### config.mk
export PLATFORM = sky130hd
export DESIGN_NAME = sdtx_frame
export DESIGN_NICKNAME = d
export VERILOG_FILES = /design/src/verilog/sdtx_pkg.sv /design/src/verilog/sdtx_crc.sv /design/src/verilog/sdtx_frame.sv /design/src/verilog/sdtx_framer.sv /design/src/verilog/sdtx_serializer.sv
export SDC_FILE = /design/constraint.sdc
export NUM_CORES = 1
export LEC_CHECK = 0
export ABC_AREA = 1
export BUFFER_PORTS_ARGS = -buffer_cell sky130_fd_sc_hd__buf_4
export CORE_UTILIZATION = 65
export CTS_CLUSTER_SIZE = 25
export DETAILED_ROUTE_END_ITERATION = 6
export PLACE_DENSITY_LB_ADDON = 0.08
export SYNTH_ARGS = -nofsm -noshare
export SYNTH_HDL_FRONTEND = slang
export SYNTH_SLANG_ARGS = --single-unit
export TNS_END_PERCENT = 100
### constraint.sdc
create_clock -name i_clk -period 9.71 [get_ports i_clk]
set_clock_uncertainty 0.05 [all_clocks]
set_input_delay 0.4855 -clock i_clk [delete_from_list [all_inputs] [get_ports i_clk]]
set_output_delay 0.4855 -clock i_clk [all_outputs]
set_load 0.05 [all_outputs]
### src/verilog/sdtx_pkg.sv
// Shared widths and types; the CRC width is fixed at 16 since word slicing depends on it
package sdtx_pkg;

	////////////////////
	// Widths
	////////////////////

	// CRC bits per data lane
	localparam int NCRC = 16;

	// Stream word width
	localparam int WORD_W = 32;

	// Card data pins, DAT3..DAT0
	localparam int PINS = 4;

	////////////////////
	// Encodings
	////////////////////

	// Bus width of one block
	// W1 drives DAT0 only, W4 drives DAT3..DAT0
	typedef enum logic [1:0]
	{
		W1 = 2'b00,
		W4 = 2'b01
	} bus_width_e;

	// Framer states
	// IDLE waits for a start, DATA takes stream words,
	// CRC hands the CRC words over, LAST waits for the end bit to go out
	typedef enum logic [1:0]
	{
		IDLE = 2'b00,
		DATA = 2'b01,
		CRC  = 2'b10,
		LAST = 2'b11
	} frame_state_e;

	////////////////////
	// Bundles
	////////////////////

	// One beat of the input stream
	typedef struct packed
	{
		// Payload, sent MSB first
		logic [WORD_W-1:0] data;
		// Final word of the block
		logic last;
	} s_beat_t;

	// One word from the framer to the pin serializer
	typedef struct packed
	{
		// Pin-ordered bits, top bits go out first
		logic [WORD_W-1:0] data;
		// Only the top 16 bits count, used by the 1-lane CRC word
		logic half;
	} pre_word_t;

endpackage

### src/verilog/sdtx_crc.sv
// CRC starts from zero; between blocks the register is emptied by shifting, or cleared when idle
module sdtx_crc
	import sdtx_pkg::*;
#(
	parameter logic [NCRC-1:0] CRC_POLY = 16'h1021
)
(
	input  logic               i_clk,
	input  logic               i_reset,
	input  logic               i_en,
	input  logic               i_tx_valid,
	input  bus_width_e         i_width,
	input  logic               i_accept,
	input  logic               i_crc_shift,
	input  logic [WORD_W-1:0]  i_data,
	output logic [WORD_W-1:0]  o_crc_word
);

	// Bits each lane takes from one word in 4-lane mode
	localparam int LANE_BITS = WORD_W / PINS;

	// Lane ln, CRC bit b sits at b*PINS+ln
	logic [PINS*NCRC-1:0]           crc_reg;
	logic [PINS*NCRC-1:0]           nxt_crc4;
	logic [NCRC-1:0]                nxt_crc1;
	logic [PINS-1:0][NCRC-1:0]      lane_crc;
	logic [PINS-1:0][NCRC-1:0]      lane_nxt;
	logic [PINS-1:0][LANE_BITS-1:0] lane_bits;

	// Run the top nbits of bits through the CRC, MSB first
	function automatic logic [NCRC-1:0] crc_apply(
		input logic [NCRC-1:0]   prior,
		input logic [WORD_W-1:0] bits,
		input int                nbits
	);
		logic [NCRC-1:0] fill;
		logic            fb;
		fill = prior;
		for (int k = WORD_W - 1; k >= 0; k--)
		begin
			if (k < nbits)
			begin
				fb   = fill[NCRC-1] ^ bits[k];
				fill = {fill[NCRC-2:0], 1'b0};
				if (fb)
					fill = fill ^ CRC_POLY;
			end
		end
		return fill;
	endfunction

	////////////////////
	// Next CRC values
	////////////////////

	always_comb
	begin
		for (int ln = 0; ln < PINS; ln++)
		begin
			// Sort out one lane's CRC and its data bits
			for (int b = 0; b < NCRC; b++)
				lane_crc[ln][b] = crc_reg[b*PINS+ln];
			for (int b = 0; b < LANE_BITS; b++)
				lane_bits[ln][b] = i_data[b*PINS+ln];
			lane_nxt[ln] = crc_apply(lane_crc[ln],
				{{(WORD_W-LANE_BITS){1'b0}}, lane_bits[ln]}, LANE_BITS);
			// Put it back in pin order
			for (int b = 0; b < NCRC; b++)
				nxt_crc4[b*PINS+ln] = lane_nxt[ln][b];
		end
	end

	// DAT0 alone takes the whole word
	assign nxt_crc1 = crc_apply(crc_reg[PINS*NCRC-1 -: NCRC], i_data, WORD_W);

	////////////////////
	// CRC register
	////////////////////

	always_ff @(posedge i_clk)
	begin
		if (i_reset || (!i_en && !i_tx_valid))
			crc_reg <= '0;
		else if (i_accept)
		begin
			if (i_width == W4)
				crc_reg <= nxt_crc4;
			else
				crc_reg <= {nxt_crc1, {((PINS-1)*NCRC){1'b0}}};
		end
		else if (i_crc_shift)
			// Zeros behind, so a drained register is ready for the next block
			crc_reg <= {crc_reg[PINS*NCRC-WORD_W-1:0], {WORD_W{1'b0}}};
	end

	assign o_crc_word = crc_reg[PINS*NCRC-1 -: WORD_W];

endmodule

### src/verilog/sdtx_frame.sv
// SD data block transmitter, 1 or 4 lanes, one data bit per card clock, single block per start
module sdtx_frame
	import sdtx_pkg::*;
#(
	parameter logic [NCRC-1:0] CRC_POLY = 16'h1021
)
(
	input  logic             i_clk,
	input  logic             i_reset,
	input  logic             i_en,
	input  logic             i_ckstb,
	input  bus_width_e       i_cfg_width,
	input  logic             i_s_valid,
	input  s_beat_t          i_s_beat,
	output logic             o_s_ready,
	output logic             o_tx_valid,
	output logic [PINS-1:0]  o_tx_data
);

	logic              start;
	logic              accept;
	logic              crc_shift;
	logic              pre_valid;
	logic              ser_empty;
	logic [WORD_W-1:0] crc_word;
	bus_width_e        width;
	pre_word_t         pre;

	////////////////////
	// Block control
	////////////////////

	sdtx_framer framer_i (
		.i_clk       (i_clk),
		.i_reset     (i_reset),
		.i_en        (i_en),
		.i_ckstb     (i_ckstb),
		.i_cfg_width (i_cfg_width),
		.i_s_valid   (i_s_valid),
		.i_s_beat    (i_s_beat),
		.i_tx_valid  (o_tx_valid),
		.i_ser_empty (ser_empty),
		.i_crc_word  (crc_word),
		.o_s_ready   (o_s_ready),
		.o_start     (start),
		.o_accept    (accept),
		.o_crc_shift (crc_shift),
		.o_width     (width),
		.o_pre_valid (pre_valid),
		.o_pre       (pre)
	);

	// Per-lane CRC over accepted words
	sdtx_crc #(
		.CRC_POLY (CRC_POLY)
	) crc_i (
		.i_clk       (i_clk),
		.i_reset     (i_reset),
		.i_en        (i_en),
		.i_tx_valid  (o_tx_valid),
		.i_width     (width),
		.i_accept    (accept),
		.i_crc_shift (crc_shift),
		.i_data      (i_s_beat.data),
		.o_crc_word  (crc_word)
	);

	////////////////////
	// Pins
	////////////////////

	sdtx_serializer ser_i (
		.i_clk       (i_clk),
		.i_reset     (i_reset),
		.i_ckstb     (i_ckstb),
		.i_start     (start),
		.i_width     (width),
		.i_pre_valid (pre_valid),
		.i_pre       (pre),
		.o_empty     (ser_empty),
		.o_tx_valid  (o_tx_valid),
		.o_tx_data   (o_tx_data)
	);

endmodule

### src/verilog/sdtx_framer.sv
// Source must present the next beat by the drain strobe of the current word or the block ends
module sdtx_framer
	import sdtx_pkg::*;
(
	input  logic               i_clk,
	input  logic               i_reset,
	input  logic               i_en,
	input  logic               i_ckstb,
	input  bus_width_e         i_cfg_width,
	input  logic               i_s_valid,
	input  s_beat_t            i_s_beat,
	input  logic               i_tx_valid,
	input  logic               i_ser_empty,
	input  logic [WORD_W-1:0]  i_crc_word,
	output logic               o_s_ready,
	output logic               o_start,
	output logic               o_accept,
	output logic               o_crc_shift,
	output bus_width_e         o_width,
	output logic               o_pre_valid,
	output pre_word_t          o_pre
);

	frame_state_e state;
	bus_width_e   width_q;
	// Set while a second CRC word is still owed (4-lane only)
	logic         crc_left;
	// Serializer can take a word on this strobe
	logic         pre_ready;

	////////////////////
	// Width latch
	////////////////////

	// Follow the config while idle, freeze it for the whole block
	always_ff @(posedge i_clk)
	begin
		if (i_reset)
			width_q <= W1;
		else if (state == IDLE)
			width_q <= i_cfg_width;
	end

	// Start cycle must already see the new width
	assign o_width = (state == IDLE) ? i_cfg_width : width_q;

	////////////////////
	// Handshake
	////////////////////

	assign pre_ready = i_ckstb && i_ser_empty;

	// The only place the block start is decided
	assign o_start = i_en && i_s_valid && i_ckstb && (state == IDLE) && !i_tx_valid;

	// In IDLE, ready only when a start could happen, so no beat is dropped
	assign o_s_ready = pre_ready
		&& ((state == DATA) || ((state == IDLE) && i_en && !i_tx_valid));

	assign o_accept = i_s_valid && o_s_ready;

	// CRC word taken by the pipeline on this strobe
	assign o_crc_shift = (state == CRC) && pre_ready;

	////////////////////
	// Block FSM
	////////////////////

	always_ff @(posedge i_clk)
	begin
		if (i_reset)
		begin
			state       <= IDLE;
			o_pre_valid <= 1'b0;
			crc_left    <= 1'b0;
		end
		else
		begin
			case (state)
			IDLE:
			begin
				o_pre_valid <= 1'b0;
				crc_left    <= (o_width == W4);
				if (o_start)
				begin
					o_pre_valid <= 1'b1;
					state       <= i_s_beat.last ? CRC : DATA;
				end
			end
			DATA:
			begin
				crc_left <= (o_width == W4);
				// Word consumed; keep one ready only if a beat replaced it
				if (pre_ready)
					o_pre_valid <= o_accept;
				if (o_accept && i_s_beat.last)
					state <= CRC;
			end
			CRC:
			begin
				if (pre_ready)
				begin
					o_pre_valid <= 1'b1;
					crc_left    <= 1'b0;
					if (!crc_left)
						state <= LAST;
				end
			end
			default:
			begin
				// Serializer now sends the last CRC word and the end bit
				if (pre_ready)
					o_pre_valid <= 1'b0;
				if (!i_tx_valid)
					state <= IDLE;
			end
			endcase
		end
	end

	// Word payload for the serializer
	always_ff @(posedge i_clk)
	begin
		if (o_accept)
		begin
			o_pre.data <= i_s_beat.data;
			o_pre.half <= 1'b0;
		end
		else if (o_crc_shift)
		begin
			o_pre.data <= i_crc_word;
			// 1-lane CRC is a single 16 bit word
			o_pre.half <= (o_width == W1);
		end
	end

endmodule

### src/verilog/sdtx_serializer.sv
// Pin shifter; moves only on i_ckstb, has no pin back-pressure, unused pins idle high
module sdtx_serializer
	import sdtx_pkg::*;
(
	input  logic             i_clk,
	input  logic             i_reset,
	input  logic             i_ckstb,
	input  logic             i_start,
	input  bus_width_e       i_width,
	input  logic             i_pre_valid,
	input  pre_word_t        i_pre,
	output logic             o_empty,
	output logic             o_tx_valid,
	output logic [PINS-1:0]  o_tx_data
);

	// Bits still to come after the one on the pins
	logic [4:0]        count;
	logic [WORD_W-1:0] sreg;
	// End bit owed once the data runs out
	logic              end_pend;
	// Start bit pattern for the used pins
	logic [PINS-1:0]   start_bits;

	assign o_empty = (count == 5'd0);

	assign start_bits = (i_width == W4) ? {PINS{1'b0}} : {{(PINS-1){1'b1}}, 1'b0};

	////////////////////
	// Control
	////////////////////

	always_ff @(posedge i_clk)
	begin
		if (i_reset)
		begin
			o_tx_valid <= 1'b0;
			end_pend   <= 1'b0;
			count      <= 5'd0;
			o_tx_data  <= {PINS{1'b1}};
		end
		else if (i_start)
		begin
			// Start bit goes out on this strobe
			o_tx_valid <= 1'b1;
			end_pend   <= 1'b1;
			o_tx_data  <= start_bits;
		end
		else if (i_ckstb)
		begin
			if (o_empty && i_pre_valid)
			begin
				// Fresh word, top bits straight onto the pins
				if (i_width == W4)
				begin
					count     <= 5'd7;
					o_tx_data <= i_pre.data[WORD_W-1 -: PINS];
				end
				else
				begin
					count     <= i_pre.half ? 5'd15 : 5'd31;
					o_tx_data <= {{(PINS-1){1'b1}}, i_pre.data[WORD_W-1]};
				end
			end
			else if (!o_empty)
			begin
				count <= count - 5'd1;
				if (i_width == W4)
					o_tx_data <= sreg[WORD_W-1 -: PINS];
				else
					o_tx_data <= {{(PINS-1){1'b1}}, sreg[WORD_W-1]};
			end
			else if (end_pend)
			begin
				// End bit, still inside the block
				end_pend  <= 1'b0;
				o_tx_data <= {PINS{1'b1}};
			end
			else
			begin
				o_tx_valid <= 1'b0;
				o_tx_data  <= {PINS{1'b1}};
			end
		end
	end

	////////////////////
	// Shift register
	////////////////////

	// Remaining bits of the word, ones fill behind
	always_ff @(posedge i_clk)
	begin
		if (i_ckstb && !i_start)
		begin
			if (o_empty && i_pre_valid)
			begin
				if (i_width == W4)
					sreg <= {i_pre.data[WORD_W-PINS-1:0], {PINS{1'b1}}};
				else
					sreg <= {i_pre.data[WORD_W-2:0], 1'b1};
			end
			else if (!o_empty)
			begin
				if (i_width == W4)
					sreg <= {sreg[WORD_W-PINS-1:0], {PINS{1'b1}}};
				else
					sreg <= {sreg[WORD_W-2:0], 1'b1};
			end
		end
	end

endmodule
==> Yosys cells after proc, flatten, opt, wreduce, memory -nomap -nowiden <==
Index checks and enable logic that the tools add are counted.
{ "classes": {"addsub": 1, "multipliers": 0, "n_div": 0, "n_lt_le_gt_ge": 0, "eq_ne": 12, "shift": 0, "n_mux": 107, "bitwise_logic": 128, "reduce_logical": 35} }
{ "op_table": {"columns": ["operator", "n"], "rows": [
  ["13-bit 2-to-1 mux", 64],
  ["64-bit 2-to-1 mux", 3],
  ["3-bit inverter", 64],
  ["32-bit 2-to-1 mux", 4],
  ["33-bit 2-to-1 mux", 2],
  ["1-bit XOR", 63],
  ["4-bit 2-to-1 mux", 7],
  ["5-bit 2-to-1 mux", 4],
  ["1-bit logical AND", 14],
  ["2-bit 2-to-1 mux", 7],
  ["1-bit 2-to-1 mux", 13],
  ["2-bit by 1-bit inequality test with 1-bit output, second input constant", 6],
  ["2-bit nonzero test", 5],
  ["3-bit AND reduction", 3],
  ["2-bit one-hot mux with 3 select lines", 1],
  ["5-bit logical NOT", 1],
  ["5-bit AND reduction", 1],
  ["5-bit by 1-bit subtractor with 5-bit output, second input constant", 1],
  ["2-bit by 1-bit equality test with 1-bit output, second input constant", 2],
  ["2-bit logical NOT", 2],
  ["2-bit inequality test, second input constant", 2],
  ["4-bit inequality test, second input constant", 1],
  ["2-bit AND reduction", 2],
  ["4-bit AND reduction", 1],
  ["other kinds (7)", 10]
]} }
{ "word_totals": {"regBits": 146, "latch_bits": 0, "mem_bits_rw": 0, "rom_bits": 0, "input_bits": 40, "out_inout_bits": 6, "mem_count": 0} }

==> Depth between registers and ports, before layout <==
{ "depth": {"depth_word": 66, "ltp_mapped": 24, "depth_no_buf": 24} }

==> Modules after synthesis <==
From an unflattened synthesis, not the netlist that was laid out.
{ "unflattened": {"cells_unflattened": 1362, "area_unflattened_um2": 10007.1} }
{ "modules_own_cells": {"columns": ["mod", "instances", "cells_each", "area_per_inst_um2", "seq_area_each_um2"], "rows": [
  ["sdtx_crc", 1, 857, 5521.5, 1281.2],
  ["sdtx_serializer", 1, 278, 2496.1, 1151.1],
  ["sdtx_framer", 1, 227, 1989.4, 1101.1]
]} }

==> Least setup slack after synthesis <==
No wires, ideal clock.
{ "synth_timing": {"path_kind": "reg2reg", "startpoint": "register framer_i.state[1]", "endpoint": "register ser_i.count[4]", "arrival_time_ns": 3.136, "required_ns": 9.528, "slack_ns": 6.391, "path_stages_with_launch": 11, "path_buffers": 0, "synth_period_minus_slack_ns": 3.319, "path_cell_list": "dfxtp_1 > inv_1 > ha_1 > inv_2 > nor3_1 > nand3_1 > nand2_1 > nor2_1 > nand3_1 > o21ai_0 > a21oi_1"} }
{ "synth_via": {"elab_chain_cells": 5, "elab_cells_between_ends": 9} }
{ "synth_lines": {"columns": ["element", "line_no", "rtl"], "rows": [
  ["start, declared", "sdtx_framer.sv:24", "frame_state_e state;"],
  ["start signal, assigned", "sdtx_framer.sv:87", "state <= i_s_beat.last ? CRC : DATA;"],
  ["2-bit logical NOT (*)", "sdtx_framer.sv:45, sdtx_framer.sv:54", null],
  ["2-bit 2-to-1 mux or 1-bit logical AND (tied branches)", "sdtx_framer.sv:45, sdtx_framer.sv:54", null],
  ["2-bit by 1-bit equality test with 1-bit output or 1-bit logical AND (tied branches)", "sdtx_serializer.sv:54, sdtx_framer.sv:54", null],
  ["5-bit 2-to-1 mux or 1-bit inverter (tied branches)", null, null],
  ["5-bit 2-to-1 mux or 3-bit AND reduction (tied branches)", null, null],
  ["end signal, assigned", "sdtx_serializer.sv:61", "count <= i_pre.half ? 5'd15 : 5'd31;"],
  ["end signal, assigned", "sdtx_serializer.sv:67", "count <= count - 5'd1;"],
  ["end, declared", "sdtx_serializer.sv:18", "logic [4:0] count;"]
]} }
Mark *: on every way between the ends. The rest lies on a longest branch, timed or not.
A chain may end at the register's enable or synchronous reset.

==> Worst setup path after layout <==
{ "layout_timing": {"startpoint": "register framer_i.state[1]", "endpoint": "register crc_i.crc_reg[48]"} }
{ "layout_via": {"elab_chain_cells": 7, "elab_cells_between_ends": 14} }
{ "layout_lines": {"columns": ["element", "line_no", "rtl"], "rows": [
  ["parallel branches: the longest is 7 deep, another holds 64-bit 2-to-1 mux", null, null],
  ["end signal, assigned", "sdtx_crc.sv:87", "crc_reg <= nxt_crc4;"],
  ["end signal, assigned", "sdtx_crc.sv:89", "crc_reg <= {nxt_crc1, {((PINS-1)*NCRC){1'b0}}};"],
  ["end signal, assigned", "sdtx_crc.sv:93", "crc_reg <= {crc_reg[PINS*NCRC-WORD_W-1:0], {WORD_W{1'b0}}};"],
  ["end, declared", "sdtx_crc.sv:23", "logic [PINS*NCRC-1:0] crc_reg;"]
]} }
Several ways; the timed one is not identified.

==> impl_metrics.ini <==
[outcome]
outcome = completed

[setup_path]
path_buf_inv = 6
cp.required_ns = 9.96
worstReg2RegEnd = crc_i.crc_reg[48]
max_stage_delay_ns = 0.53
cp_data_arrival_time_ns = 3.82
cpLargestDelayFamily = buffers and inverters
reg2reg_depth = 15
cp-start-kind = register
path_cells = inv_1, ha_1, inv_2, nor3_1, or2_1, nand2_1, nor2_4, buf_4, inv_2, buf_4, nand2_2, buf_4, o22ai_1, a21oi_1, nor2_1
critPathSlowestCell = buf_4
crit_cells = 15
r2r-start = framer_i.state[1]
cp-end-kind = register
crit_type = register to register
reg2reg_slack_ns = 6.15
cp_max_fo = 68
cpMostUsedCell = buf_4

[detailed_routing]
vias_per_cell = 5.98
drt_iter0_drc = 1179
dr.pass1.iters = 6
routed_wl_um = 25200
num_vias = 8607
drc = 0
postRouteAntennaNets = 0
wl_per_cell_um = 17.5

[timing]
totalNegativeSetupSlack_ns = 0
slew_headroom_pct = 38.2
fmax_ghz = 0.281
hold_viol = 0
fin_crit_ns = 3.56
worst_pin_slew_ns = 0.925
drv_slew = 0
setup_viol = 0
fin_hold_ws_ns = 0.238
fin_crit_sh_pct = 36.7
rsz0062_at_grt = false

[synthesis]
synth.area.top_cells = edfxtp_1, dfxtp_1, nand2_1
synth_area_per_cell_sq_um = 7.29
ys_ff_latch = 145
netlist.area_leader.share_pct = 21.1
ys_seq_area_share_pct = 39.5
yosysWarningCount = 0
synthTopCellsByCount = nand2_1, o21ai_0, nand3_1
synth.mux.area_fraction_pct = 0.224
synthMostInstantiatedCell = nand2_1
synth_compound_area_share_pct = 17.8
synth_top_area_cell = edfxtp_1
synth_fp_nets = 1273
synth_edf_count = 63
synth_top_family_by_area = simple AND/OR/NAND/NOR gates
synth_area_sq_mm = 0.00895
synth_cells = 1228
ys.flop_type = dfxtp_1
synth.distinct_cells = 44
synth-xor-area-share_pct = 9.35
ys_async_sr_fraction_pct = 0
synth-simple-area-share_pct = 25.8
synth_fa_ha_area_share_pct = 0.699

[place]
place_inst = 1408
placed_area_sq_mm = 0.00942
gp_congestion = 0.936
portBuffers = 45
dp.final_hpwl_um = 17300

[global_routing]
grt_antenna_before_repair = 0
overflow = 0
grt_pass1_wl_um = 39700
grt_pass1_vias = 7818
grt_start_max_net_pins = 78
grt_usage_pct = 36.1

[floorplanning]
die_h_um = 119
num_rows = 42
die_x_um = 119
coreArea_sq_mm = 0.0133
dieArea_sq_mm = 0.0143
ios = 46
initial_core_util_pct = 67.1

[cells_and_area]
stdcell_area_sq_mm = 0.0100
insertedDiodeCount = 0
fin_cells = 1440
area_growth_pct = 12.0
drive_gt1_share_pct = 12.3
layout.nets = 1296
largest_register_ffs = 64

[hold_path]
worstHoldPathType = input port to register
min_path_cells = 3
worstHoldStart = i_ckstb
hold_end = ser_i.o_tx_data[1]

[clock_network]
clock_latency_ns = 0.43
clkTransAtPathRegs_ns = 0.07
clock-sinks = 145
cts_max_level = 4
cts-root-buf = clkbuf_16
clock_path_buffers = 2
cts_setup_buffers = 0
cts_tree = done
cts_resized = 0
cts_hold_buffers = 0
cts_buffers = 17

[pwr]
peakVddDrop_uv = 143
p_total_w = 0.00303
power-per-cell-area_mw_per_mm2 = 302
p_leak_nw = 4.08

[run]
maxCapViolations = 0
## cell families (layout without fill, tap and decap cells)
group,Yosys count,count (layout)
adders and majority gates,5,5
AOI/OAI and AO/OA,291,291
and+or+nand+nor,543,543
buffers and inverters,155,191
DFF,145,145
xor gates and xnor gates,87,87
muxes,2,2
## worst max path at each step
stage	start	end	slack (ns)
floorplan	framer_i.state[1]	ser_i.count[4]	6.39
global placement	framer_i.state[1]	crc_i.crc_reg[48]	6.37
detailed placement	framer_i.state[1]	crc_i.crc_reg[48]	6.28
CTS	framer_i.state[1]	crc_i.crc_reg[48]	6.22
global route	framer_i.state[1]	crc_i.crc_reg[48]	5.86
finish	framer_i.state[1]	crc_i.crc_reg[48]	6.15
## worst reg2reg max path, cell delays in order (launching register included)
cell	delay (ns)
dfxtp_1	0.33
inv_1	0.13
ha_1	0.34
inv_2	0.08
nor3_1	0.21
or2_1	0.13
nand2_1	0.09
nor2_4	0.09
buf_4	0.46
inv_2	0.11
buf_4	0.36
nand2_2	0.16
buf_4	0.53
o22ai_1	0.17
a21oi_1	0.15
nor2_1	0.05
## power breakdown
part	total [W]	switching, W	internal, W	leakage (nW)
Combinational	0.00146	0.00101	0.000447	2.53
Sequential	0.000905	0.0000763	0.000828	1.25
Clock	0.000667	0.000273	0.000394	0.306
Total	0.00303	0.00136	0.00167	4.08
## per-stage QoR
stage                     setup slack, ns  util, %
final                                6.15     75.1
after global routing                 5.86     75.1
after CTS                            6.22     75.1
after detailed placement             6.28     70.5
after global placement               6.37     70.5
after floorplan                      6.39        -
## placed cells by master (no fill, tap or decap), types with 2 or more instances in the layout
cell type	instances
nand2_1	307
o21ai_0	130
nand3_1	102
inv_1	90
a21oi_1	89
dfxtp_1	82
nor2_1	78
edfxtp_1	63
buf_4	58
xor2_1	48
o22ai_1	34
xnor2_1	32
nand2_2	27
clkbuf_16	21
o21bai_1	17
inv_2	11
or2_2	9
ha_1	5
nand3b_1	4
nor2_2	4
a31oi_1	4
nor3_1	4
o221ai_1	3
xor2_2	3
nand2_4	3
clkinv_4	3
o211ai_1	2
nand3_2	2
o31ai_1	2
o21ai_1	2
mux2i_1	2
xnor2_2	2
xor2_4	2
clkinv_2	2
inv_6	2
inv_8	2
## layout make-up
class / instances / area, sq um
Clock buffer: 22 / 529
Fill cell: 1052 / 3320
Multi-Input combinational cell: 928 / 4850
Tap cell: 176 / 220
Clock inverter: 10 / 82.6
Inverter: 101 / 379
Timing Repair Buffer: 58 / 435
Sequential cell: 145 / 3530
## layer usage
layer,global-route usage [%],vias to the layer above,routed length [um]
met5,0,-,0
met3,6.42,66,2070
met4,17.1,0,1070
met2,58.3,429,11600
met1,46.9,3967,10400
li1,-,4145,-
No activity file was read; power rests on OpenSTA's default activity.
